--- src/dcache_params.svh ---
`ifndef DCACHE_PARAMS_SVH
`define DCACHE_PARAMS_SVH

//////////////////////////////////////////////////
// cache geometry
//////////////////////////////////////////////////

// set number bits, 16 sets
`define DC_INDEX_W 4

// word-in-line bits, 4 words per line
`define DC_OFFSET_W 2

// one full line as the memory returns it
`define DC_LINE_W (32 * (1 << `DC_OFFSET_W))

`endif

--- src/dcache_addr_pkg.sv ---
`include "dcache_params.svh"

package dcache_addr_pkg;

    // tag is what remains above index, word offset and byte bits
    localparam int DC_TAG_W = 32 - `DC_INDEX_W - `DC_OFFSET_W - 2;

    typedef logic [DC_TAG_W-1:0] dc_tag_t;

    typedef logic [`DC_INDEX_W-1:0] dc_index_t;

    typedef logic [`DC_OFFSET_W-1:0] dc_offset_t;

    typedef logic [31:0] dc_word_t;

    // one enable per byte lane
    typedef logic [3:0] dc_strb_t;

    typedef logic [`DC_LINE_W-1:0] dc_line_t;

endpackage

--- src/dcache_req_buf.sv ---
`timescale 1ns/1ps
`include "dcache_params.svh"

module dcache_req_buf
    import dcache_addr_pkg::*;
(
    input  logic       clk,
    input  logic       rst,
    input  logic       load,
    input  dc_word_t   addr,
    input  dc_word_t   wdata,
    input  dc_strb_t   wstrb,
    input  logic       we,
    output dc_tag_t    buf_tag,
    output dc_index_t  buf_index,
    output dc_offset_t buf_offset,
    output dc_word_t   buf_wdata,
    output dc_strb_t   buf_wstrb,
    output logic       buf_we,
    output logic       buf_full
);

    // byte bits are dropped, accesses are whole words
    logic [31:2] addr_q;

    always_ff @(posedge clk) begin
        if (load) begin
            addr_q    <= addr[31:2];
            buf_wdata <= wdata;
            buf_wstrb <= wstrb;
        end
    end

    // lookup is due only in the cycle right after acceptance
    always_ff @(posedge clk) begin
        if (rst) begin
            buf_full <= 1'b0;
            buf_we   <= 1'b0;
        end else begin
            buf_full <= load;
            if (load) begin
                buf_we <= we;
            end
        end
    end

    assign buf_tag    = addr_q[31:`DC_INDEX_W+`DC_OFFSET_W+2];
    assign buf_index  = addr_q[`DC_INDEX_W+`DC_OFFSET_W+1:`DC_OFFSET_W+2];
    assign buf_offset = addr_q[`DC_OFFSET_W+1:2];

endmodule

--- config.mk ---
export PLATFORM = sky130hd
export DESIGN_NAME = dcache_req_buf
export DESIGN_NICKNAME = d
export VERILOG_FILES = /design/src/dcache_addr_pkg.sv /design/src/dcache_req_buf.sv
export VERILOG_INCLUDE_DIRS = /design/src /design/src/src
export SDC_FILE = /design/constraint.sdc
export NUM_CORES = 1
export LEC_CHECK = 0
export BUFFER_PORTS_ARGS = -buffer_cell sky130_fd_sc_hd__buf_2
export CAP_MARGIN = 10
export CORE_MARGIN = 2
export CORE_UTILIZATION = 40
export DETAILED_ROUTE_END_ITERATION = 7
export PLACE_DENSITY_LB_ADDON = 0.3
export SYNTH_ARGS = -nofsm -noshare
export SYNTH_HDL_FRONTEND = slang
export SYNTH_SLANG_ARGS = --single-unit
--- constraint.sdc ---
create_clock -name clk -period 0.8 [get_ports clk]
set_clock_uncertainty 0.1 [all_clocks]
set_input_delay 0.04 -clock clk [delete_from_list [all_inputs] [get_ports clk]]
set_output_delay 0.04 -clock clk [all_outputs]
set_load 0.05 [all_outputs]
Yosys cells after proc, flatten, opt, wreduce, memory -nomap -nowiden --
Index checks and enable logic that the tools add are counted.
Storage, ports and cells: flip-flop bits (word level) 68, output and inout port bits 68

Depth between registers and ports, before layout --
word-level depth 0, depth in mapped cells 2

Least setup slack after synthesis --
OpenSTA, ideal clock, no wires.
path type register -> register, start reg, netlist name buf_we, end reg buf_we, path buffers 0, slack -0.182 ns, setup time 0.065 ns, cell stages (with the launch flop) 3, arrival 0.817 ns, cells stage by stage dfxtp_1 -> mux2i_1 -> nor2_1
RTL lines:
- end signal: assignment | RTL line dcache_req_buf.sv:42 | buf_we <= we;
- end: declaration | RTL line dcache_req_buf.sv:19 | output logic buf_we,

Worst setup path in the final report --
start reg buf_wdata[22], end out buf_wdata[22]
RTL lines:
- start: declaration | RTL line dcache_req_buf.sv:17 | output dc_word_t buf_wdata,
- start signal: assignment | RTL line dcache_req_buf.sv:29 | buf_wdata <= wdata;
No word-level cell between the ends.

==> metrics.txt <==
Min-Delay Path Class=input port to flop; sink of the worst hold path=buf_we$_SDFFE_PP0P_; total count of max-transition violations in the final report=0; Core Footprint=5010 um^2; number of buffers created by CTS=9; count of input and output buffers=137; Seq. cell area=2030 um^2; post-detailed-route via-to-cell ratio=4.25; GP Congestion=0.703; class of the most critical setup path=flop to output pin; length of the first detailed-routing pass in iterations=4; NetSw=2.52 mW; slack of the worst reg-to-reg path=0.05 ns; GRT busiest layer=met2; category of the worst setup path capture point=output pin; part of the Yosys area used for sequential elements=0.990; Nets=362; power per cell area=2100 nW/um^2; placed instance count=281; detailed-route DRC error count=0; clock-pin slew reported for the worst setup and hold paths after clock tree synthesis=0.06 ns; final-report setup violation count=68; dpl hpwl=2980 um; number of antenna violations at the first check in global routing=0; worst-skew pair later-pin latency=0.32 ns; setup repair bufs after CTS=0; global routing usage on met3=0.0780; CTS tree=done; total global routing track utilization=0.209; portion of the clock cycle consumed by the worst path in the final layout=1.33; # rows=26; Setup crit start kind=flop; largest net degree at the start of global routing=35; CTS H-tree lvls=3; beginning of the worst register-to-register path=buf_we$_SDFFE_PP0P_; routed len/inst=15.9 um; Min-Delay Startpoint=we; root buffer cell=sky130_fd_sc_hd__clkbuf_8; CP max-delay cell=sky130_fd_sc_hd__edfxtp_1; layout filler cell count=253; Final Hold Fails=0; leading cell type in the layout, fill and taps excluded=sky130_fd_sc_hd__buf_2; post-route standard cell area excluding fillers=4130 um^2; arrival time at the worst endpoint=0.92 ns; Sink Count=68; total area of multi-input combinational cells=20.0 um^2; data required time at the worst endpoint=0.66 ns; R2R Path End=buf_we$_SDFFE_PP0P_; vias in the first global route=1,674; Synth Register Bits=68; initial core utilization=0.408; highest clock frequency the design can meet=941 MHz; global route overflow=0; number of antenna cells inserted=0; Slew @ Worst Pin=0.187 ns; cell breakdown of the critical path=buf_6; result of the run=finished with violations; wire length of the first global-routing pass=8140 um; final worst-path setup slack=-0.263 ns; die area=5690 um^2; net count of the mapped netlist=143; Cell Int Power=6.16 mW; total wire length=5800 um; Post-Synthesis Cell Area=2040 um^2; area growth from synthesis to final layout=102%; Antenna Nets Post-Route=0; setup repair after global routing missed its margin=true; drt initial violations=51; part of the power in registers=0.502; number of unique standard cell types used by synthesis=5; maximum ir drop on the vdd rail=0.00147 V; num ports=140; standard cell area after detailed placement=2870 um^2; die extent in x=75.5 um; net switching fraction of the power=0.291; maximum root-to-sink buffer count=2; failing checks=setup timing; commonest cells after routing, fill and taps aside=sky130_fd_sc_hd__buf_2 (69), sky130_fd_sc_hd__dlygate4sd3_1 (67), sky130_fd_sc_hd__edfxtp_1 (66), sky130_fd_sc_hd__buf_6 (66), sky130_fd_sc_hd__clkbuf_8 (9); fraction of final layout cells sized beyond drive strength 1=0.520; Leakage Power=1.75 nW; Gate Count Post-Synth=71; minimum clock period after layout=1.06 ns; Relative slew margins=0.875; maximum fanout along the worst path=1; non-filler cells in the finished layout=364; worst-case reg-to-reg path depth=2; total number of vias=1,548; met2 demand-to-capacity share in global routing=0.379; buffers plus inverters on the worst setup path=1; number of max-cap violations=0; Comb power frac=0.243; worst hold path stage count=4; global-route track usage on met1=0.199; delay contributed by the slowest stage of the critical path=0.42 ns; clock network fraction of total power=0.256; Chip Height=75.5 um; CP delay by family, top=flip-flops; Post-Synthesis Mean Instance Area=28.8 um^2; synth warn=0
metrics by stage:
stage	hold WS (ns)	power (mW)	worst slack, ns	TNS [ns]	utilization
2_1_floorplan	0.00270	5.35	0.0356	0	-
3_3_place_gp	0.110	5.83	-0.0309	-1.24	0.572
3_5_place_dp	0.118	5.85	-0.0523	-1.70	0.572
4_1_cts	0.0778	8.69	-0.255	-15.60	0.824
5_1_grt	0.0941	8.97	-0.295	-17.40	0.825
6_report	0.0773	8.69	-0.263	-14.75	0.825
power groups by stage:
stage | combinational (mW) | sequential [mW] | clock, mW
floorplan | 0.00584 | 5.35 | 0
global placement | 1.49 | 4.34 | 0
detailed placement | 1.50 | 4.35 | 0
CTS | 2.09 | 4.35 | 2.25
global route | 2.19 | 4.38 | 2.41
finish | 2.11 | 4.36 | 2.22
kinds of logic (layout without fill, tap and decap cells):
group,after synthesis,in the layout,synth area share
DFF,68,68,0.990
and+or+nand+nor,2,2,0.00490
muxes,1,1,0.00490
buffers and inverters,0,223,0
how the worst max path moves through the flow:
stage | cells past startpoint | start | to
after global placement | 2 | load | addr_q[14]$_DFFE_PP_
after detailed placement | 4 | load | buf_we$_SDFFE_PP0P_
final | 1 | buf_wdata[22]$_DFFE_PP_ | buf_wdata[22]
after CTS | 1 | buf_wdata[30]$_DFFE_PP_ | buf_wdata[30]
after floorplan | 2 | buf_we$_SDFFE_PP0P_ | buf_we$_SDFFE_PP0P_
after global routing | 1 | buf_wdata[25]$_DFFE_PP_ | buf_wdata[25]
synthesized netlist by cell type:
library cell               number  area (um^2)
sky130_fd_sc_hd__edfxtp_1      66         1980
sky130_fd_sc_hd__mux2i_1        1         10.0
sky130_fd_sc_hd__nor2b_1        1         6.26
sky130_fd_sc_hd__dfxtp_1        2         40.0
sky130_fd_sc_hd__nor2_1         1         3.75
tightest hold or removal path: stages:
cell,delay (ns)
sky130_fd_sc_hd__dlymetal6s4s_1,0.16
sky130_fd_sc_hd__buf_2,0.10
sky130_fd_sc_hd__mux2i_1,0.06
sky130_fd_sc_hd__nor2_1,0.10
sequential cells by signal, indices dropped and copies added, names as in the netlist:
signal,cells
buf_wstrb,4
addr_q,30
buf_wdata,32
buf_full,1
buf_we,1
final cells by class:
type / instances / share of cell area
clock inverter: 4 / 0.00424
clock buffer: 11 / 0.0318
sequential: 68 / 0.490
timing repair buffer: 208 / 0.447
multi-input combinational: 3 / 0.00484
tap: 70 / 0.0212
repair_timing:
action | CTS | global route
resized for setup | 139 | 1
setup endpoints to repair | 68 | 69
hold buffers | 68 | 0
endpoints found under the hold margin | 68 | 0
pin swaps | 0 | 0
per-layer routing:
metal | wire length (um) | part of all wire | up-vias
met5 | 0 | 0 | -
met2 | 3150 | 0.54 | 96
met3 | 580 | 0.10 | 13
li1 | - | - | 720
met1 | 1930 | 0.33 | 719
met4 | 136 | 0.023 | 0
Power figures use the tool's default switching activity.
