==> src/dcache_params.svh <==
`ifndef DCACHE_PARAMS_SVH
`define DCACHE_PARAMS_SVH

//////////////////////////////////////////////////
// cache geometry
//////////////////////////////////////////////////

// set number bits, 16 sets
`define DC_INDEX_W 4

// word-in-line bits, 4 words per line
`define DC_OFFSET_W 2

// one full line as the memory returns it
`define DC_LINE_W (32 * (1 << `DC_OFFSET_W))

`endif

==> src/dcache_addr_pkg.sv <==
`include "dcache_params.svh"

package dcache_addr_pkg;

    // tag is what remains above index, word offset and byte bits
    localparam int DC_TAG_W = 32 - `DC_INDEX_W - `DC_OFFSET_W - 2;

    typedef logic [DC_TAG_W-1:0] dc_tag_t;

    typedef logic [`DC_INDEX_W-1:0] dc_index_t;

    typedef logic [`DC_OFFSET_W-1:0] dc_offset_t;

    typedef logic [31:0] dc_word_t;

    // one enable per byte lane
    typedef logic [3:0] dc_strb_t;

    typedef logic [`DC_LINE_W-1:0] dc_line_t;

endpackage

==> src/dcache_ctrl_pkg.sv <==
package dcache_ctrl_pkg;

    // controller states
    // refill doubles as the response cycle after any memory transaction
    typedef enum logic [2:0] {
        idle_lookup,
        miss_req,
        miss_wait,
        refill,
        wr_req,
        wr_wait
    } dc_state_t;

    // two ways, so one bit names a way
    typedef logic dc_way_t;

endpackage

==> src/dcache_lru.sv <==
`timescale 1ns/1ps
`include "dcache_params.svh"

module dcache_lru
    import dcache_addr_pkg::*;
    import dcache_ctrl_pkg::*;
(
    input  logic      clk,
    input  logic      rst,
    input  dc_index_t index,
    input  logic      touch,
    input  dc_way_t   touch_way,
    output dc_way_t   victim
);

    localparam int SETS = 1 << `DC_INDEX_W;

    // each bit names the least recently used way of its set
    logic [SETS-1:0] lru_bits;

    always_ff @(posedge clk) begin
        if (rst) begin
            lru_bits <= '0;
        end else if (touch) begin
            lru_bits[index] <= ~touch_way;
        end
    end

    assign victim = lru_bits[index];

endmodule

==> config.mk <==
export PLATFORM = sky130hd
export DESIGN_NAME = dcache_lru
export DESIGN_NICKNAME = d
export VERILOG_FILES = /design/src/dcache_addr_pkg.sv /design/src/dcache_ctrl_pkg.sv /design/src/dcache_lru.sv
export VERILOG_INCLUDE_DIRS = /design/src /design/src/src
export SDC_FILE = /design/constraint.sdc
export NUM_CORES = 1
export LEC_CHECK = 0
export BUFFER_PORTS_ARGS = -buffer_cell sky130_fd_sc_hd__clkbuf_2
export CAP_MARGIN = 0
export CORE_UTILIZATION = 54
export CTS_CLUSTER_SIZE = 28
export DETAILED_ROUTE_END_ITERATION = 7
export PLACE_DENSITY = 0.75
export SYNTH_ARGS = -nofsm -noshare
export SYNTH_HDL_FRONTEND = slang
export SYNTH_SLANG_ARGS = --single-unit
export TNS_END_PERCENT = 100
==> constraint.sdc <==
create_clock -name clk -period 1.4 [get_ports clk]
set_input_delay 0.21 -clock clk [delete_from_list [all_inputs] [get_ports clk]]
set_output_delay 0.21 -clock clk [all_outputs]
set_load 0.01 [all_outputs]
# Word-level counts from Yosys, hierarchy flattened
# Index checks and enable logic that the tools add are counted.
[totals] word_cells=10 regBits=16 out_inout_bits=1
[op_classes] n_reduce_logical=1 bitwise_logic=1 magnitude_cmp=2 muxes=5
[ops] op="$bwmux 16" n=1
[ops] op="$lt 4x5->1 const B" n=1
[ops] op="$bmux 1 s4" n=1
[ops] op="$demux 1 s4" n=1
[ops] op="$ge 4x1->1 const B" n=1
[ops] op="$mux 1" n=2
[ops] op="$logic_and 1x1->1" n=1
[ops] op="$not 1->1" n=1

# Logic depth before layout (Yosys ltp)
# Gate-level depths: netlist (run 1).
[logic_depth] depth_word=5 mapped_depth=5

# Least setup slack after synthesis (run 1)
# No wires, ideal clock.
[synth_path] kind="in2out" from="input index[0]" to="output victim" n_path_buf=1 arrival_ns=1.121 stages=4 path_slack_ns=0.069 path_cell_list="buf_6 -> mux4_1 -> a22oi_1 -> nand2_1"
[synth_between] elab_chain_len=2
[synth_rtl] element="from (decl)" line="dcache_lru.sv:10" source="input dc_index_t index,"
[synth_rtl] element="$bmux 1 s4" line="dcache_lru.sv:29" source="assign victim = lru_bits[index];"
[synth_rtl] element="$mux 1 (not written as such)" line="dcache_lru.sv:29"
[synth_rtl] element="to (decl)" line="dcache_lru.sv:13" source="output dc_way_t victim"
# Every way passes these cells. The select of a mux whose other input is x is not followed.

# Worst setup path after layout (run 1)
[layout_path] from="register lru_bits[6]" to="output victim"
[layout_between] elab_chain_len=2
[layout_rtl] element="from (decl)" line="dcache_lru.sv:19" source="logic [SETS-1:0] lru_bits;"
[layout_rtl] element="from (signal, indexed assignment)" line="dcache_lru.sv:25" source="lru_bits[index] <= ~touch_way;"
[layout_rtl] element="$bmux 1 s4" line="dcache_lru.sv:29"
[layout_rtl] element="$mux 1 (not written as such)" line="dcache_lru.sv:29"
# Every way passes these cells. The select of a mux whose other input is x is not followed.

==> flow_metrics.py, run 1 <==
metrics = {
    "layout": {
        "postLayoutCellArea_um2": 842,
        "design.final.nets": 87,
        "flip_flop_count_of_the_largest_register_after_layout": 16,
        "finalNonFillerCells": 93,
        "util_after_layout_pct": 63.1,
        "ff_latch_area_um2": 327,
        "syn_to_final_growth_pct": 6.15,
        "layout_top_registers": "lru_bits x16",
        "multiInputGateArea_um2": 398,
        "regMostFlops": "lru_bits",
        "most-common-layout-cells": "16 x a21oi_1, 16 x a311oi_1, 11 x dfxtp_1",
        "final_layout_size_suffix_gt1_share_pct": 37.2,
        "number_of_fillers_in_the_final_layout": 119,
        "antenna_cells_inserted": 0,
    },
    "sta": {
        "fin_hold_ws_ps": 324,
        "max_freq_mhz": 601,
        "rsz0062_at_grt": "true",
        "final_critical_path_setup_slack_ps": -265,
        "fin_skew_ps": 0,
        "period_minus_slack_ps": 1660,
        "fin_crit_sh_pct": 119,
        "timing.slew.headroom_pct": 74.1,
        "final_hold_viol_count": 0,
        "maxSlewViolCount": 0,
        "max_slew.worst_pin.slew_ps": 388,
        "setup_total_negative_slack_ps": -265,
        "setup_viol_count_final": 1,
    },
    "critical_path": {
        "timing.critical_path.to": "victim",
        "r2r_start": "lru_bits[5]$_SDFFE_PP0P_",
        "register_to_register_setup_slack_ps": 610,
        "cp-start-kind": "flop",
        "worst-setup-path-type": "flop to primary output",
        "reg2regPathDepth": 2,
        "timing.critical_path.from": "lru_bits[6]$_SDFFE_PP0P_",
        "path_max_fanout": 2,
        "crit_path_end_kind": "primary output",
        "crit_required_ps": 1190,
        "critical_path_arrival_ps": 1450,
        "worst_r2r_endpoint": "lru_bits[5]$_SDFFE_PP0P_",
    },
    "die": {
        "die_height_um": 40.3,
        "placement_rows": 13,
        "floorplan.die_area_um2": 1630,
        "die_width_um": 40.3,
        "ioPinCount": 9,
        "initial_core_util_pct": 59.5,
        "placeableCoreArea_um2": 1330,
    },
    "clock_tree": {
        "post_cts_hold_buffer_count": 0,
        "clock-root-buffer": "clkbuf_4",
        "clkTransAtPathRegs_ps": 90,
        "clk-insertion-delay-late_ps": 280,
        "cts_sinks": 16,
        "cts.htree.levels": 1,
        "cts_max_path_buffers": 2,
        "clock_tree_from_tritoncts": "done",
        "cts_made_buffers": 3,
    },
    "detailed_routing": {
        "detailedRoute.firstIterationViolations": 36,
        "route.vias.total": 604,
        "drt_pass1_iterations": 4,
        "route.detailed.vias_per_inst": 6.49,
        "wirelength_routed_um": 1680,
        "drtAntennaViolNets": 0,
        "avgRoutedWirePerCell_um": 18.1,
        "route.detailed.drc": 0,
    },
    "yosys": {
        "ys_types": 17,
        "synth-seq-cells": 16,
        "yosys_warnings": 0,
        "synth_seq_area_share_pct": 40.4,
        "synth.avg_cell_area_um2": 10.6,
        "total_nets_after_synthesis": 83,
        "syn_area_um2": 793,
        "post_synth_inst_count": 75,
    },
    "placed_design": {
        "place_congestion": 0.744,
        "hpwl_um": 1120,
        "place_worst_setup_slack_ps": -147,
        "buffer_ports.inserted": 8,
        "placement.cell_area_um2": 810,
        "place.detailed.instances": 89,
    },
    "status": {
        "status": "complete, but fails checks",
        "violations": "negative setup slack",
    },
    "global_route": {
        "number_of_antenna_violations_at_the_first_check_in_global_routing": 0,
        "grt_start_max_net_pins": 17,
        "first_global_vias": 503,
        "overflow": 0,
        "groute.usage.overall_pct": 23.1,
        "grt_first_pass_wirelength_um": 2440,
    },
    "power_and_ir_drop": {
        "total_leakage_power_nw": 0.284,
        "power.ir.vdd_worst_uv": 531,
        "pwrdens_nw_per_um2": 1040,
        "post-layout-total-power_mw": 0.880,
    },
    "worst_hold_path": {
        "min_path_type": "input port to flop",
    },
    "job": {
        "drv_cap": 0,
    },
}
power breakdown:
| part | internal (mW) | leakage, nW | switching, mW | total, mW |
|---|---|---|---|---|
| Sequential | 0.465 | 0.132 | 0.00608 | 0.471 |
| Clock | 0.158 | 0.0210 | 0.149 | 0.308 |
| Combinational | 0.0388 | 0.131 | 0.0617 | 0.101 |
worst max-delay path, cell delays in order, from the launching register on:
cell	delay (ps)
dfxtp_1	340
mux4_2	460
a22oi_1	180
nand2_1	60
buf_2	130
timing repair:
item                                    CTS  global route
endpoints found under the setup margin    1             1
gates resized for setup                   6             5
endpoints found under the hold margin     0             0
pin swaps                                 2             3
buffers inserted                          0             0
per-layer routing:
metal	GRT usage (%)	vias to the layer above	routed length [um]	share of wire (%)
met1	35.4	278	856	51
met4	10.0	0	17	1.0
li1	-	305	-	-
met3	3.33	2	61	3.6
met5	0	-	0	0
met2	31.7	19	748	44
cells by family after synthesis:
group                  share of synthesized area (%)
DFF                                             40.4
buffers and inverters                           8.20
muxes                                           13.2
and+or+nand+nor                                 8.52
AOI/OAI and AO/OA                               29.7
how the worst min path moves through the flow:
stage,endpoint,cells after the start,from,slack (ps)
final,lru_bits[7]$_SDFFE_PP0P_,2,rst,320
after global routing,lru_bits[13]$_SDFFE_PP0P_,2,rst,340
after CTS,lru_bits[7]$_SDFFE_PP0P_,2,rst,300
after detailed placement,lru_bits[15]$_SDFFE_PP0P_,2,lru_bits[15]$_SDFFE_PP0P_,510
after global placement,lru_bits[2]$_SDFFE_PP0P_,2,lru_bits[2]$_SDFFE_PP0P_,500
after floorplan,lru_bits[0]$_SDFFE_PP0P_,3,index[2],480
cell type report:
class                           count  share of cell area, %
Multi-Input combinational cell     47                   47.3
Tap cell                           15                   2.23
Clock buffer                        4                   4.31
Sequential cell                    16                   38.8
Timing Repair Buffer               11                   7.43
cells in the mapped netlist:
cell | number | area (um^2)
and3b_2 | 1 | 10.0
nor2_2 | 1 | 6.26
a311oi_1 | 16 | 140
clkbuf_1 | 4 | 15.0
a22oi_1 | 2 | 15.0
buf_6 | 2 | 22.5
buf_1 | 2 | 7.51
and2_1 | 1 | 6.26
nor2b_1 | 2 | 12.5
dfxtp_1 | 16 | 320
and3_2 | 1 | 7.51
nand2_1 | 1 | 3.75
a21oi_1 | 16 | 80.1
mux4_1 | 4 | 105
buf_2 | 4 | 20.0
nor3b_2 | 1 | 12.5
and3b_1 | 1 | 8.76
Power figures use the tool's default switching activity.
==> inputs of run 2 (changes only) <==
Settings changed: CELL_PAD_IN_SITES_DETAIL_PLACEMENT set to 1, CELL_PAD_IN_SITES_GLOBAL_PLACEMENT set to 2, CORE_UTILIZATION 54 to 35, CTS_CLUSTER_DIAMETER set to 100, PLACE_DENSITY 0.75 to unset, PLACE_DENSITY_LB_ADDON set to 0.1.
==> run 2 against run 1 <==
  * The run still ends with negative setup slack left
  * Worst hold slack improved by 3.9 ps
  * Critical path depth did not move
  * Non-clock buffer count is 2 higher
  * Combinational power is 4% higher
  * Power shrank 8.4%
  * Global-route usage shrank 6.7 points
==> flow_metrics.py, run 2 (same netlist as run 1, synthesis figures left out) <==
metrics = {
    "sta": {
        "fin_crit_sh_pct": 117,
        "max_freq_mhz": 609,
        "fin_hold_ws_ps": 327,
        "final_critical_path_setup_slack_ps": -242,
        "fin_skew_ps": 0,
        "rsz0062_at_grt": "true",
        "setup_viol_count_final": 1,
        "maxSlewViolCount": 0,
        "max_slew.worst_pin.slew_ps": 382,
        "timing.slew.headroom_pct": 74.5,
        "period_minus_slack_ps": 1640,
        "final_hold_viol_count": 0,
    },
    "global_route": {
        "grt_first_pass_wirelength_um": 3040,
        "number_of_antenna_violations_at_the_first_check_in_global_routing": 0,
        "grt_start_max_net_pins": 17,
        "overflow": 0,
        "first_global_vias": 551,
        "groute.usage.overall_pct": 16.5,
    },
    "die": {
        "placeableCoreArea_um2": 2040,
        "initial_core_util_pct": 38.8,
        "floorplan.die_area_um2": 2460,
        "die_height_um": 49.6,
        "ioPinCount": 9,
        "die_width_um": 49.6,
        "placement_rows": 16,
    },
    "clock_tree": {
        "cts.htree.levels": 1,
        "cts_made_buffers": 3,
        "clk-insertion-delay-late_ps": 260,
        "clock-root-buffer": "clkbuf_4",
        "cts_sinks": 16,
        "cts_max_path_buffers": 2,
        "clock_tree_from_tritoncts": "done",
        "clkTransAtPathRegs_ps": 90,
        "post_cts_hold_buffer_count": 0,
    },
    "power_and_ir_drop": {
        "combPwrFrac_pct": 13.0,
        "p_sw_share_pct": 24.8,
        "pwrdens_nw_per_um2": 930,
        "power_frac_seq_pct": 58.6,
        "netSwitchingPower_mw": 0.200,
        "power.ir.vdd_worst_uv": 360,
        "power.internal_mw": 0.606,
        "total_leakage_power_nw": 0.293,
        "p_clk_share_pct": 28.4,
        "post-layout-total-power_mw": 0.805,
    },
    "status": {
        "status": "complete, but fails checks",
        "violations": "negative setup slack",
    },
    "critical_path": {
        "critical_path_arrival_ps": 1430,
        "crit_path_end_kind": "primary output",
        "cp-start-kind": "flop",
        "cp_num_cells": 4,
        "critical-path-slowest-cell": "mux4_2",
        "critical_path.max_stage_delay_ps": 480,
        "worst_r2r_endpoint": "lru_bits[13]$_SDFFE_PP0P_",
        "path_max_fanout": 2,
        "r2r_start": "lru_bits[13]$_SDFFE_PP0P_",
        "crit_path_cell_trace": "mux4_2 > a22oi_2 > nand2_1 > clkbuf_2",
        "register_to_register_setup_slack_ps": 610,
        "worst-setup-path-type": "flop to primary output",
        "critPathTopFamily": "multiplexers",
        "reg2regPathDepth": 2,
        "crit_required_ps": 1190,
        "critical_path_buf_inv_count": 1,
    },
    "placed_design": {
        "place_congestion": 0.730,
        "hpwl_um": 1340,
        "placement.cell_area_um2": 832,
        "buffer_ports.inserted": 8,
        "place.detailed.instances": 102,
    },
    "detailed_routing": {
        "wirelength_routed_um": 1870,
        "route.detailed.vias_per_inst": 6.06,
        "route.vias.total": 642,
        "drtAntennaViolNets": 0,
        "drt_pass1_iterations": 4,
        "detailedRoute.firstIterationViolations": 28,
        "route.detailed.drc": 0,
        "avgRoutedWirePerCell_um": 17.7,
    },
    "worst_hold_path": {
        "min_path_type": "input port to flop",
        "holdPathEnd": "lru_bits[5]$_SDFFE_PP0P_",
        "hold_path.startpoint": "rst",
        "hold-path-cell-count": 2,
    },
    "layout": {
        "postLayoutCellArea_um2": 866,
        "most-common-layout-cells": "16 x a21oi_1, 16 x a311oi_1, 12 x dfxtp_1",
        "finalNonFillerCells": 106,
        "layout_top_registers": "lru_bits x16",
        "final_layout_size_suffix_gt1_share_pct": 36.7,
        "number_of_fillers_in_the_final_layout": 238,
        "flip_flop_count_of_the_largest_register_after_layout": 16,
        "ff_latch_area_um2": 325,
        "design.final.nets": 89,
        "antenna_cells_inserted": 0,
        "syn_to_final_growth_pct": 9.15,
        "regMostFlops": "lru_bits",
        "multiInputGateArea_um2": 407,
    },
    "job": {
        "drv_cap": 0,
    },
}
## run 2: worst max-delay path by stage
stage / start / to / slack [ps]
finish: lru_bits[7]$_SDFFE_PP0P_ / victim / -240
global route: lru_bits[7]$_SDFFE_PP0P_ / victim / -310
CTS: lru_bits[0]$_SDFFE_PP0P_ / victim / -260
detailed placement: index[0] / victim / -140
global placement: index[0] / victim / -100
floorplan: index[0] / victim / 70
## run 2: timing repair
action                                  CTS  global route
endpoints found under the setup margin    1             1
gates resized for setup                   6             3
buffers inserted                          1             0
pin swaps                                 3             2
## run 2: power groups by stage
| stage | logic, mW | clock network (mW) | registers (mW) |
|---|---|---|---|
| 3_5_place_dp | 0.101 | 0 | 0.481 |
| 6_report | 0.105 | 0.229 | 0.472 |
| 4_1_cts | 0.104 | 0.233 | 0.471 |
| 5_1_grt | 0.115 | 0.269 | 0.473 |
| 2_1_floorplan | 0.0768 | 0 | 0.478 |
| 3_3_place_gp | 0.100 | 0 | 0.481 |
## run 2: through the flow
stage,setup TNS [ps],worst slack (ps),utilization [%]
floorplan,0,69.5,-
global placement,-102,-102,40.7
detailed placement,-139,-139,40.7
CTS,-263,-263,42.3
global route,-306,-306,42.4
finish,-242,-242,42.4
## run 2: layout make-up
type / instances / share of cell area [%]
multi-input combinational: 47 / 47.0
sequential: 16 / 37.6
clock buffer: 3 / 2.60
timing repair buffer: 13 / 8.96
tap: 27 / 3.90
## run 2: layer usage
metal,part of all wire (%),GRT usage (%),up-vias
li1,-,-,308
met1,50,26.2,319
met2,46,22.3,15
met3,4.3,3.70,0
met4,0,2.86,0
met5,0,0,-
