$ cat src/dcache_params.svh
`ifndef DCACHE_PARAMS_SVH
`define DCACHE_PARAMS_SVH

//////////////////////////////////////////////////
// cache geometry
//////////////////////////////////////////////////

// set number bits, 16 sets
`define DC_INDEX_W 4

// word-in-line bits, 4 words per line
`define DC_OFFSET_W 2

// one full line as the memory returns it
`define DC_LINE_W (32 * (1 << `DC_OFFSET_W))

`endif

$ cat src/dcache_addr_pkg.sv
`include "dcache_params.svh"

package dcache_addr_pkg;

    // tag is what remains above index, word offset and byte bits
    localparam int DC_TAG_W = 32 - `DC_INDEX_W - `DC_OFFSET_W - 2;

    typedef logic [DC_TAG_W-1:0] dc_tag_t;

    typedef logic [`DC_INDEX_W-1:0] dc_index_t;

    typedef logic [`DC_OFFSET_W-1:0] dc_offset_t;

    typedef logic [31:0] dc_word_t;

    // one enable per byte lane
    typedef logic [3:0] dc_strb_t;

    typedef logic [`DC_LINE_W-1:0] dc_line_t;

endpackage

$ cat src/dcache_ctrl_pkg.sv
package dcache_ctrl_pkg;

    // controller states
    // refill doubles as the response cycle after any memory transaction
    typedef enum logic [2:0] {
        idle_lookup,
        miss_req,
        miss_wait,
        refill,
        wr_req,
        wr_wait
    } dc_state_t;

    // two ways, so one bit names a way
    typedef logic dc_way_t;

endpackage

$ cat src/dcache_tagv.sv
`timescale 1ns/1ps
`include "dcache_params.svh"

module dcache_tagv
    import dcache_addr_pkg::*;
    import dcache_ctrl_pkg::*;
(
    input  logic      clk,
    input  logic      rst,
    input  dc_index_t rd_index,
    input  dc_tag_t   cmp_tag,
    input  dc_index_t wr_index,
    input  dc_tag_t   wr_tag,
    input  dc_way_t   wr_way,
    input  logic      wr_en,
    output logic      hit,
    output dc_way_t   hit_way
);

    localparam int SETS = 1 << `DC_INDEX_W;

    dc_tag_t         tag_mem [2][SETS];
    logic [SETS-1:0] valid [2];
    dc_tag_t         rd_tag [2];
    logic [1:0]      rd_valid;
    logic [1:0]      way_hit;

    always_ff @(posedge clk) begin
        if (wr_en) begin
            tag_mem[wr_way][wr_index] <= wr_tag;
        end
        for (int w = 0; w < 2; w++) begin
            rd_tag[w] <= tag_mem[w][rd_index];
        end
    end

    // valid bits, a refill is the only way a line becomes valid
    always_ff @(posedge clk) begin
        if (rst) begin
            for (int w = 0; w < 2; w++) begin
                valid[w] <= '0;
            end
            rd_valid <= '0;
        end else begin
            if (wr_en) begin
                valid[wr_way][wr_index] <= 1'b1;
            end
            for (int w = 0; w < 2; w++) begin
                rd_valid[w] <= valid[w][rd_index];
            end
        end
    end

    // compare the stored tags with the buffered request tag
    assign way_hit[0] = rd_valid[0] && (rd_tag[0] == cmp_tag);
    assign way_hit[1] = rd_valid[1] && (rd_tag[1] == cmp_tag);
    assign hit        = |way_hit;
    assign hit_way    = way_hit[1];

endmodule

$ cat config.mk
export PLATFORM = sky130hd
export DESIGN_NAME = dcache_tagv
export DESIGN_NICKNAME = d
export VERILOG_FILES = /design/src/dcache_addr_pkg.sv /design/src/dcache_ctrl_pkg.sv /design/src/dcache_tagv.sv
export VERILOG_INCLUDE_DIRS = /design/src /design/src/src
export SDC_FILE = /design/constraint.sdc
export NUM_CORES = 1
export LEC_CHECK = 0
export ABC_AREA = 0
export BUFFER_PORTS_ARGS = -buffer_cell sky130_fd_sc_hd__clkbuf_2
export CAP_MARGIN = 40
export CORE_ASPECT_RATIO = 0.6
export CORE_MARGIN = 2
export CORE_UTILIZATION = 60
export DETAILED_ROUTE_END_ITERATION = 8
export PLACE_DENSITY = 0.78
export SYNTH_ARGS = -nofsm -noshare
export SYNTH_HDL_FRONTEND = slang
export SYNTH_SLANG_ARGS = --single-unit
$ cat constraint.sdc
create_clock -name clk -period 6.5 [get_ports clk]
set_clock_uncertainty 0.2 [all_clocks]
set_input_delay 0.325 -clock clk [delete_from_list [all_inputs] [get_ports clk]]
set_output_delay 0.325 -clock clk [all_outputs]
set_load 0.01 [all_outputs]
Yosys cells after proc, flatten, opt, wreduce, memory -nomap -nowiden
Memories as Yosys holds them, arrays and structs flattened. Cells that the tools add are included.

Register bits: 2. Memory bits (writable): 848. Input bits: 60. Output and inout bits: 2. Word-level logic and storage cells: 43. Memories: 3.

Memory list: tag_mem (words 2, bits a word 384, rd ports 2, clocked after Yosys merged registers in 0, write ports 1, line dcache_tagv.sv:22) `dc_tag_t tag_mem [2][SETS];`; rd_tag (words 2, bits a word 24, rd ports 2, clocked after Yosys merged registers in 0, write ports 2, line dcache_tagv.sv:24) `dc_tag_t rd_tag [2];`; valid (words 2, bits a word 16, rd ports 2, clocked after Yosys merged registers in 0, write ports 2, line dcache_tagv.sv:23) `logic [SETS-1:0] valid [2];`.

Magnitude comparators: 6. Equality and inequality tests: 2. Multiplexer cells: 23. Bitwise gates (word level): 2. Reduce and logical (&&, ||, !) cells: 6.

Operators with widths (number): $mux 384 (1); $bmux 24 s4 (2); $mux 24 (5); $demux 24 s4 (1); $eq 24x24->1 (2); $mux 16 (3); $reduce_or 16->1 (1); $ge 5x5->1 const B (2); $lt 4x5->1 const B (2); $not 4->5 (2); $bmux 1 s4 (2); $mux 1 (8); $lt 5x1->1 const B (1); $demux 1 s4 (1); $ge 4x1->1 const B (1); $logic_and 1x1->1 (4); $reduce_or 2->1 (1).

Logic depth before layout (Yosys ltp)
Gate-level depths: netlist of the first run.

Depth in word-level cells: 7. Mapped depth: 6. Mapped depth without buffers: 5.

Worst setup path after synthesis of the first run
OpenSTA, ideal clock, no wires.

Path type: input to register. Start: input wr_index[3]. End: memory tag_mem[1][312] (netlist name) (enable). Library setup time: 0.406 ns. Arrival: 2.037 ns. Data required time: 5.894 ns. Setup slack: 3.857 ns. Stages on the path: 3. Path buffers: 1. Path through: or3b_2 > clkbuf_1 > nor2_1.

Cells in the longest elaborated chain, start to end: 6. Elaborated cells between the ends (all ways): 7. Classes of those cells: order compare: 2; mux: 3; bitwise: 1; reduce/logical: 1.

Ends and longest elaborated chain: start, declared (line dcache_tagv.sv:12) `input dc_index_t wr_index,`; $not 4->5 (not written as such) * (line dcache_tagv.sv:30) `tag_mem[wr_way][wr_index] <= wr_tag;`; $ge 5x5->1 (not written as such) / $lt 5x1->1 (equally long branches) (line dcache_tagv.sv:30); $logic_and 1x1->1 (not written as such) (line dcache_tagv.sv:30); $mux 24 (not written as such) (line dcache_tagv.sv:30); $demux 24 s4 * (line dcache_tagv.sv:30); $mux 384 (not written as such) * (line dcache_tagv.sv:30); end, declared (line dcache_tagv.sv:22).

Every way passes the cells marked *; elsewhere a longest branch is shown, timed or not.

==> results of run 1 <==
==> synthesized netlist by cell type <==
| cell type | instances | area share [%] |
|---|---|---|
| edfxtp_1 | 768 | 72 |
| mux4_2 | 184 | 13 |
| nor2_1 | 97 | 1.1 |
| dfxtp_1 | 82 | 5.1 |
| mux4_1 | 64 | 5.3 |
| xnor2_1 | 33 | 0.90 |
| clkbuf_1 | 20 | 0.23 |
| buf_2 | 16 | 0.25 |
| xor2_1 | 15 | 0.41 |
| buf_6 | 12 | 0.42 |
| buf_4 | 10 | 0.23 |
| nand4_1 | 7 | 0.14 |
| nand3b_1 | 5 | 0.12 |
| a211oi_1 | 4 | 0.094 |
| nand3_1 | 4 | 0.063 |
| buf_1 | 3 | 0.035 |
| nor4_1 | 3 | 0.059 |
| or3b_2 | 3 | 0.082 |
| mux2i_1 | 2 | 0.063 |
| nand2_1 | 2 | 0.024 |
| nor2b_1 | 2 | 0.039 |
| nor3_1 | 2 | 0.031 |
| a41o_1 | 1 | 0.031 |
| nor4_2 | 1 | 0.039 |
| or3_1 | 1 | 0.020 |
| or4_1 | 1 | 0.024 |
==> sequential cells by signal, indices dropped and copies added, names as in the netlist <==
register	cells
rd_tag	48
rd_valid	2
tag_mem	768
valid	32
==> stage by stage <==
step / power (mW) / area [sq um] / std cells
after global routing: 11.4 / 35900 / 2223
after global placement: 6.71 / 33300 / 2083
after detailed placement: 6.73 / 33400 / 2085
after floorplan: 6.51 / 32000 / 1342
after CTS: 11.1 / 35800 / 2222
final: 11.1 / 35900 / 2225
==> where the power goes <==
part,switching (mW),total (mW),internal [mW]
Clock,1.95,4.46,2.50
Sequential,0.0404,6.09,6.05
Combinational,0.305,0.530,0.225
==> final timing paths <==
kind / from / to
worst min-delay path: rd_index[2] / rd_valid[0]
worst min register to register: valid[0][15] / valid[0][15]
worst max-delay path: rd_tag[0][9] / hit
worst max register to register: tag_mem[1][39] / rd_tag[0][39]
==> layer usage <==
| metal | GRT usage (%) | part of all wire, % | vias up |
|---|---|---|---|
| met4 | 8.02 | 2.7 | 0 |
| met2 | 44.5 | 48 | 902 |
| met5 | 0 | 0 | - |
| met1 | 41.0 | 39 | 7917 |
| li1 | - | - | 5933 |
| met3 | 5.70 | 10 | 134 |
==> cell families after synthesis <==
logic type	after synthesis	share of synthesized area [%]
DFF	850	77.3
buffers and inverters	61	1.18
and+or+nand+nor	128	1.77
AOI/OAI and AO/OA	5	0.125
muxes	250	18.3
xor gates and xnor gates	48	1.32
==> critical path, delay by kind of cell, from the launching register on <==
family                 cells  cell delay [ns]
AND/OR/NAND/NOR            3             1.38
AO/OA/AOI/OAI              1             0.32
flip-flops                 1             0.31
XOR/XNOR                   1             0.20
buffers and inverters      1             0.16
==> repair_timing <==
action | in CTS | in global routing
endpoints found under the hold margin | 10 | 0
hold buffers | 1 | 0
resized for setup | 0 | 0
==> final cells by class <==
class                      instances  area [sq um]  area share [%]
multi-input combinational        431          7110            19.8
clock buffer                      95          2020            5.63
tap                              703           880            2.45
antenna                            2          5.00          0.0140
sequential                       850         24700            68.9
clock inverter                    41           439            1.22
timing repair buffer             103           707            1.97
==> reports/results.ini, run 1 <==
[placement]
dp_hpwl_um = 38000
place_ws_ns = 3.17
numPortBuffers = 61
gp_congestion = 0.798

[setup_path]
path_max_fanout = 1
cp_slowest_cell = nor4_1
r2r_setup_slack_ns = 4.76
critPathCaptureType = output port
max_stage_delay_ns = 0.66
worstPathRequired_ns = 5.97
cp-start-kind = register
critPathArrivalTime_ns = 2.96
crit_chain = xor2_1, nor4_1, nand3_1, nor3_1, a41o_1, clkbuf_2
critPathKind = register to output port
rr_worst_depth = 2

[layout]
area_growth_pct = 12.3
layout_commonest_cell = edfxtp_1
layout-drive-gt1-share_pct = 29.0
n_fill_cell = 3038
final_cell_mix = edfxtp_1 (768), mux4_2 (184), dfxtp_1 (82), clkbuf_16 (74), nor2_1 (65)
nets = 1519
final_core_util_pct = 68.2

[floorplanning]
die-area_sq_um = 55200
die_x_um = 302
initial_core_util_pct = 60.7
coreArea_sq_um = 52600
rows = 65
die_y_um = 183
io_pins = 62

[grt]
grt-ovfl-total = 0
grt_max_degree = 79
grt_usage_pct = 28.2
grt_pass1_vias = 15185
grt_pass1_wl_um = 107000
antenna_found_initial = 2

[synth]
syn_area_sq_um = 32000
netlist-cell-type-count = 26
synth.avg_cell_area_sq_um = 23.8
ys_seq_area_share_pct = 77.3
synthesis.nets = 1402
synth_warnings = 0
synth_seq_cells = 850
postSynthCellCount = 1342

[timing]
whs_ns = 0.107
worstMarginPinSlew_ns = 0.915
rsz0062_at_grt = false
setup_violations = 0
min_period_over_period_pct = 53.6
timing.fmax_mhz = 287
min_period_ns = 3.49
slew_violations = 0
maxSlewHeadroom_pct = 39.0
fin_setup_tns_ns = 0
hold_violations = 0
setup_ws_ns = 3.01

[power_and_ir_drop]
peakVddDrop_mv = 0.229
p_leak_nw = 11.5
p_per_area_nw_per_um2 = 309

[cts]
clock_path_buffers = 3
cts_tree = built
clkTransAtPathRegs_ns = 0.07
cts_inserted_buffers = 73
clock-root-buffer = clkbuf_16
htreeDepth = 3
cts_setup_buffers = 0
cts_sinks = 850
clkLatencyLatePin_ns = 0.61

[status]
outcome = finished, final reports clean

[route]
drtPass1Iterations = 5
drtIter0Drc = 2303
via_count = 14886
drc_errors = 0
wire_per_inst_um = 33.8
drt_wl_total_um = 75100
viasPerCell = 6.69
postRouteAntennaNets = 0

[worst_hold_path]
min_path_type = input pin to register
whs_path_depth = 2

[run]
drv_cap = 0

(Power assumes the default switching activity.)
==> run 2, diff against run 1 <==
- ABC_AREA: 0 -> 1
- CORE_UTILIZATION: 60 -> 56
- PLACE_DENSITY: 0.78 -> 0.76
- clock period: 6.5 -> 3.2 ns (I/O delays scaled with it)
==> reports/results.ini, run 2 <==
[synth]
synth_seq_cells = 850
synthesis.nets = 2799
post-synth-top-count-cell = edfxtp_1
synth_top_area_share_pct = 68.6
synth.avg_cell_area_sq_um = 12.3
synth_warnings = 0
netlist-cell-type-count = 23
synthTopCellsByArea = edfxtp_1 (69%), nor2_1 (6.7%), dfxtp_1 (4.9%), o211ai_1 (4.3%), o21ai_0 (4.0%)
synth_area_leader_cell = edfxtp_1
async_flop_share_pct = 0
syn_area_sq_um = 33600
postSynthCellCount = 2739
ys_seq_area_share_pct = 73.4
yosys_most_used_dff = edfxtp_1
yosys-top-cells-count = edfxtp_1 (768), nor2_1 (596), o21ai_0 (269), o211ai_1 (194), nand2_1 (189)
synth_edf_count = 768

[timing]
maxSlewHeadroom_pct = 34.9
rsz0062_at_grt = false
min_period_ns = 2.45
whs_ns = 0.0492
hold_violations = 0
worstMarginPinSlew_ns = 0.973
min_period_over_period_pct = 76.6
timing.fmax_mhz = 408
setup_violations = 0
slew_violations = 0
fin_setup_tns_ns = 0

[setup_path]
cp_slowest_cell = nor2_4
cp-start-kind = input pin
critPathArrivalTime_ns = 2.48
worstPathRequired_ns = 3.23
path_max_fanout = 24
r2r-end = rd_tag[0][14]
cp_num_buf_inv = 3
critical_path_depth = 6
critPathKind = input pin to register
rr_worst_depth = 6
crit_chain = dlygate4sd3_1, clkbuf_2, inv_1, nor3_1, nand2_1, nor2_4
crit_path_start = wr_index[3]
r2r_setup_slack_ns = 1.82
critPathCaptureType = register
endpoint = tag_mem[0][149]
regToRegStartpoint = tag_mem[0][62]
max_stage_delay_ns = 0.72
crit_family = simple AND/OR/NAND/NOR gates

[route]
via_count = 22462
drt_wl_total_um = 88500
postRouteAntennaNets = 0
wire_per_inst_um = 24.4
drtIter0Drc = 3750
drtPass1Iterations = 6
viasPerCell = 6.21
drc_errors = 0

[grt]
grt-ovfl-total = 0
grt_max_degree = 113
grt_pass1_wl_um = 132000
antenna_found_initial = 2
grt_usage_pct = 28.5
grt_pass1_vias = 21510

[layout]
largest_register = tag_mem
layout-drive-gt1-share_pct = 8.95
final_cell_mix = edfxtp_1 (768), nor2_1 (578), o21ai_0 (269), o211ai_1 (194), nand2_1 (189)
layout_commonest_cell = edfxtp_1
instances_no_fill = 3619
largest_register_ff_count = 768
reg_top3 = tag_mem (768), rd_tag (48), valid (32)
area_growth_pct = 11.5
diodes = 0
nets = 2839
n_fill_cell = 4243

[power_and_ir_drop]
p_leak_nw = 12.6
p_per_area_nw_per_um2 = 605
peakVddDrop_mv = 0.431

[run]
drv_cap = 0

[floorplanning]
rows = 69
coreArea_sq_um = 59300
initial_core_util_pct = 56.7
io_pins = 62
die-area_sq_um = 62100
die_x_um = 320
die_y_um = 194

[cts]
cts_tree = built
htreeDepth = 3
clock_path_buffers = 3
cts_inserted_buffers = 72
cts_sinks = 850
clkTransAtPathRegs_ns = 0.07
clkLatencyLatePin_ns = 0.62
clock-root-buffer = clkbuf_16

[placement]
dp.cells = 3464
gp_congestion = 0.941
numPortBuffers = 61
dp_hpwl_um = 49300

[status]
outcome = finished, final reports clean

[worst_hold_path]
min_path_type = input pin to register

-- run 2: cell types whose count changed in the layout (fill, tap and decap cells not counted), moves of 21 or more --
cell           change
nor2_1           +513
o21ai_0          +269
o211ai_1         +194
nand2_1          +187
mux4_2           -184
nand3_1          +131
o21ai_1          +123
inv_1            +115
mux4_1            -64
o22ai_1           +32
xnor2_1           -24
dlygate4sd3_1     +21
-- run 2: report_power, final --
group	leakage, nW	internal (mW)	total, mW	switching [mW]
sequential	7.60	12.3	12.4	0.135
clock	1.14	4.99	8.89	3.90
combinational	3.87	0.400	1.41	1.01
-- run 2: cell families (layout without fill, tap and decap cells) --
family / count (synthesis) / in the layout / synth area share [%]
simple gates: 946 / 946 / 11.2
buf+inv: 296 / 395 / 4.02
flops: 850 / 850 / 73.4
compound gates: 633 / 633 / 11.0
xor+xnor: 14 / 14 / 0.365
-- run 2: routing by layer --
layer  part of all wire [%]  GRT usage [%]
met4                    2.9           8.69
met5                  0.032              0
met3                     13           6.97
met1                     40           42.3
met2                     44           42.0
-- run 2: how the worst min path moves through the flow --
stage	startpoint	endpoint	slack, ns	cells after the start
floorplan	wr_tag[0]	tag_mem[0][0]	0.06	0
global placement	valid[1][8]	valid[1][8]	0.25	2
detailed placement	valid[1][8]	valid[1][8]	0.26	2
CTS	wr_tag[7]	tag_mem[0][367]	0.0009	1
global route	rst	rd_valid[1]	0.06	2
finish	wr_tag[1]	tag_mem[0][49]	0.05	1
-- run 2: worst reg2reg max path, delay by kind of cell, from the launching register on --
kind | cells | cell delay (ns)
AOI/OAI and AO/OA | 2 | 0.25
DFF | 1 | 0.36
and+or+nand+nor | 4 | 0.43
-- run 2: layout make-up --
cell class / instances / area (sq um) / share of cell area (%)
tap: 781 / 977 / 2.60
clock inverter: 30 / 328 / 0.874
timing repair buffer: 144 / 1240 / 3.31
multi-input combinational: 1593 / 7790 / 20.8
clock buffer: 103 / 2020 / 5.39
sequential: 850 / 24700 / 65.8
inverter: 118 / 458 / 1.22
-- run 2: what timing repair did --
action                                 in CTS  in global routing
setup buffers                               0                  0
hold buffers                               22                  0
gates resized for setup                     0                  0
endpoints found under the hold margin     274                  0
-- run 2: stage by stage --
stage	cell area, sq um	setup slack (ns)	utilization, %	total power, mW
3_5_place_dp	34900	0.706	58.9	14.0
5_1_grt	37500	0.637	63.3	23.3
4_1_cts	37500	0.775	63.3	22.7
3_3_place_gp	34900	0.809	58.9	13.9
2_1_floorplan	33600	0.155	-	13.4
6_report	37500	0.749	63.3	22.7
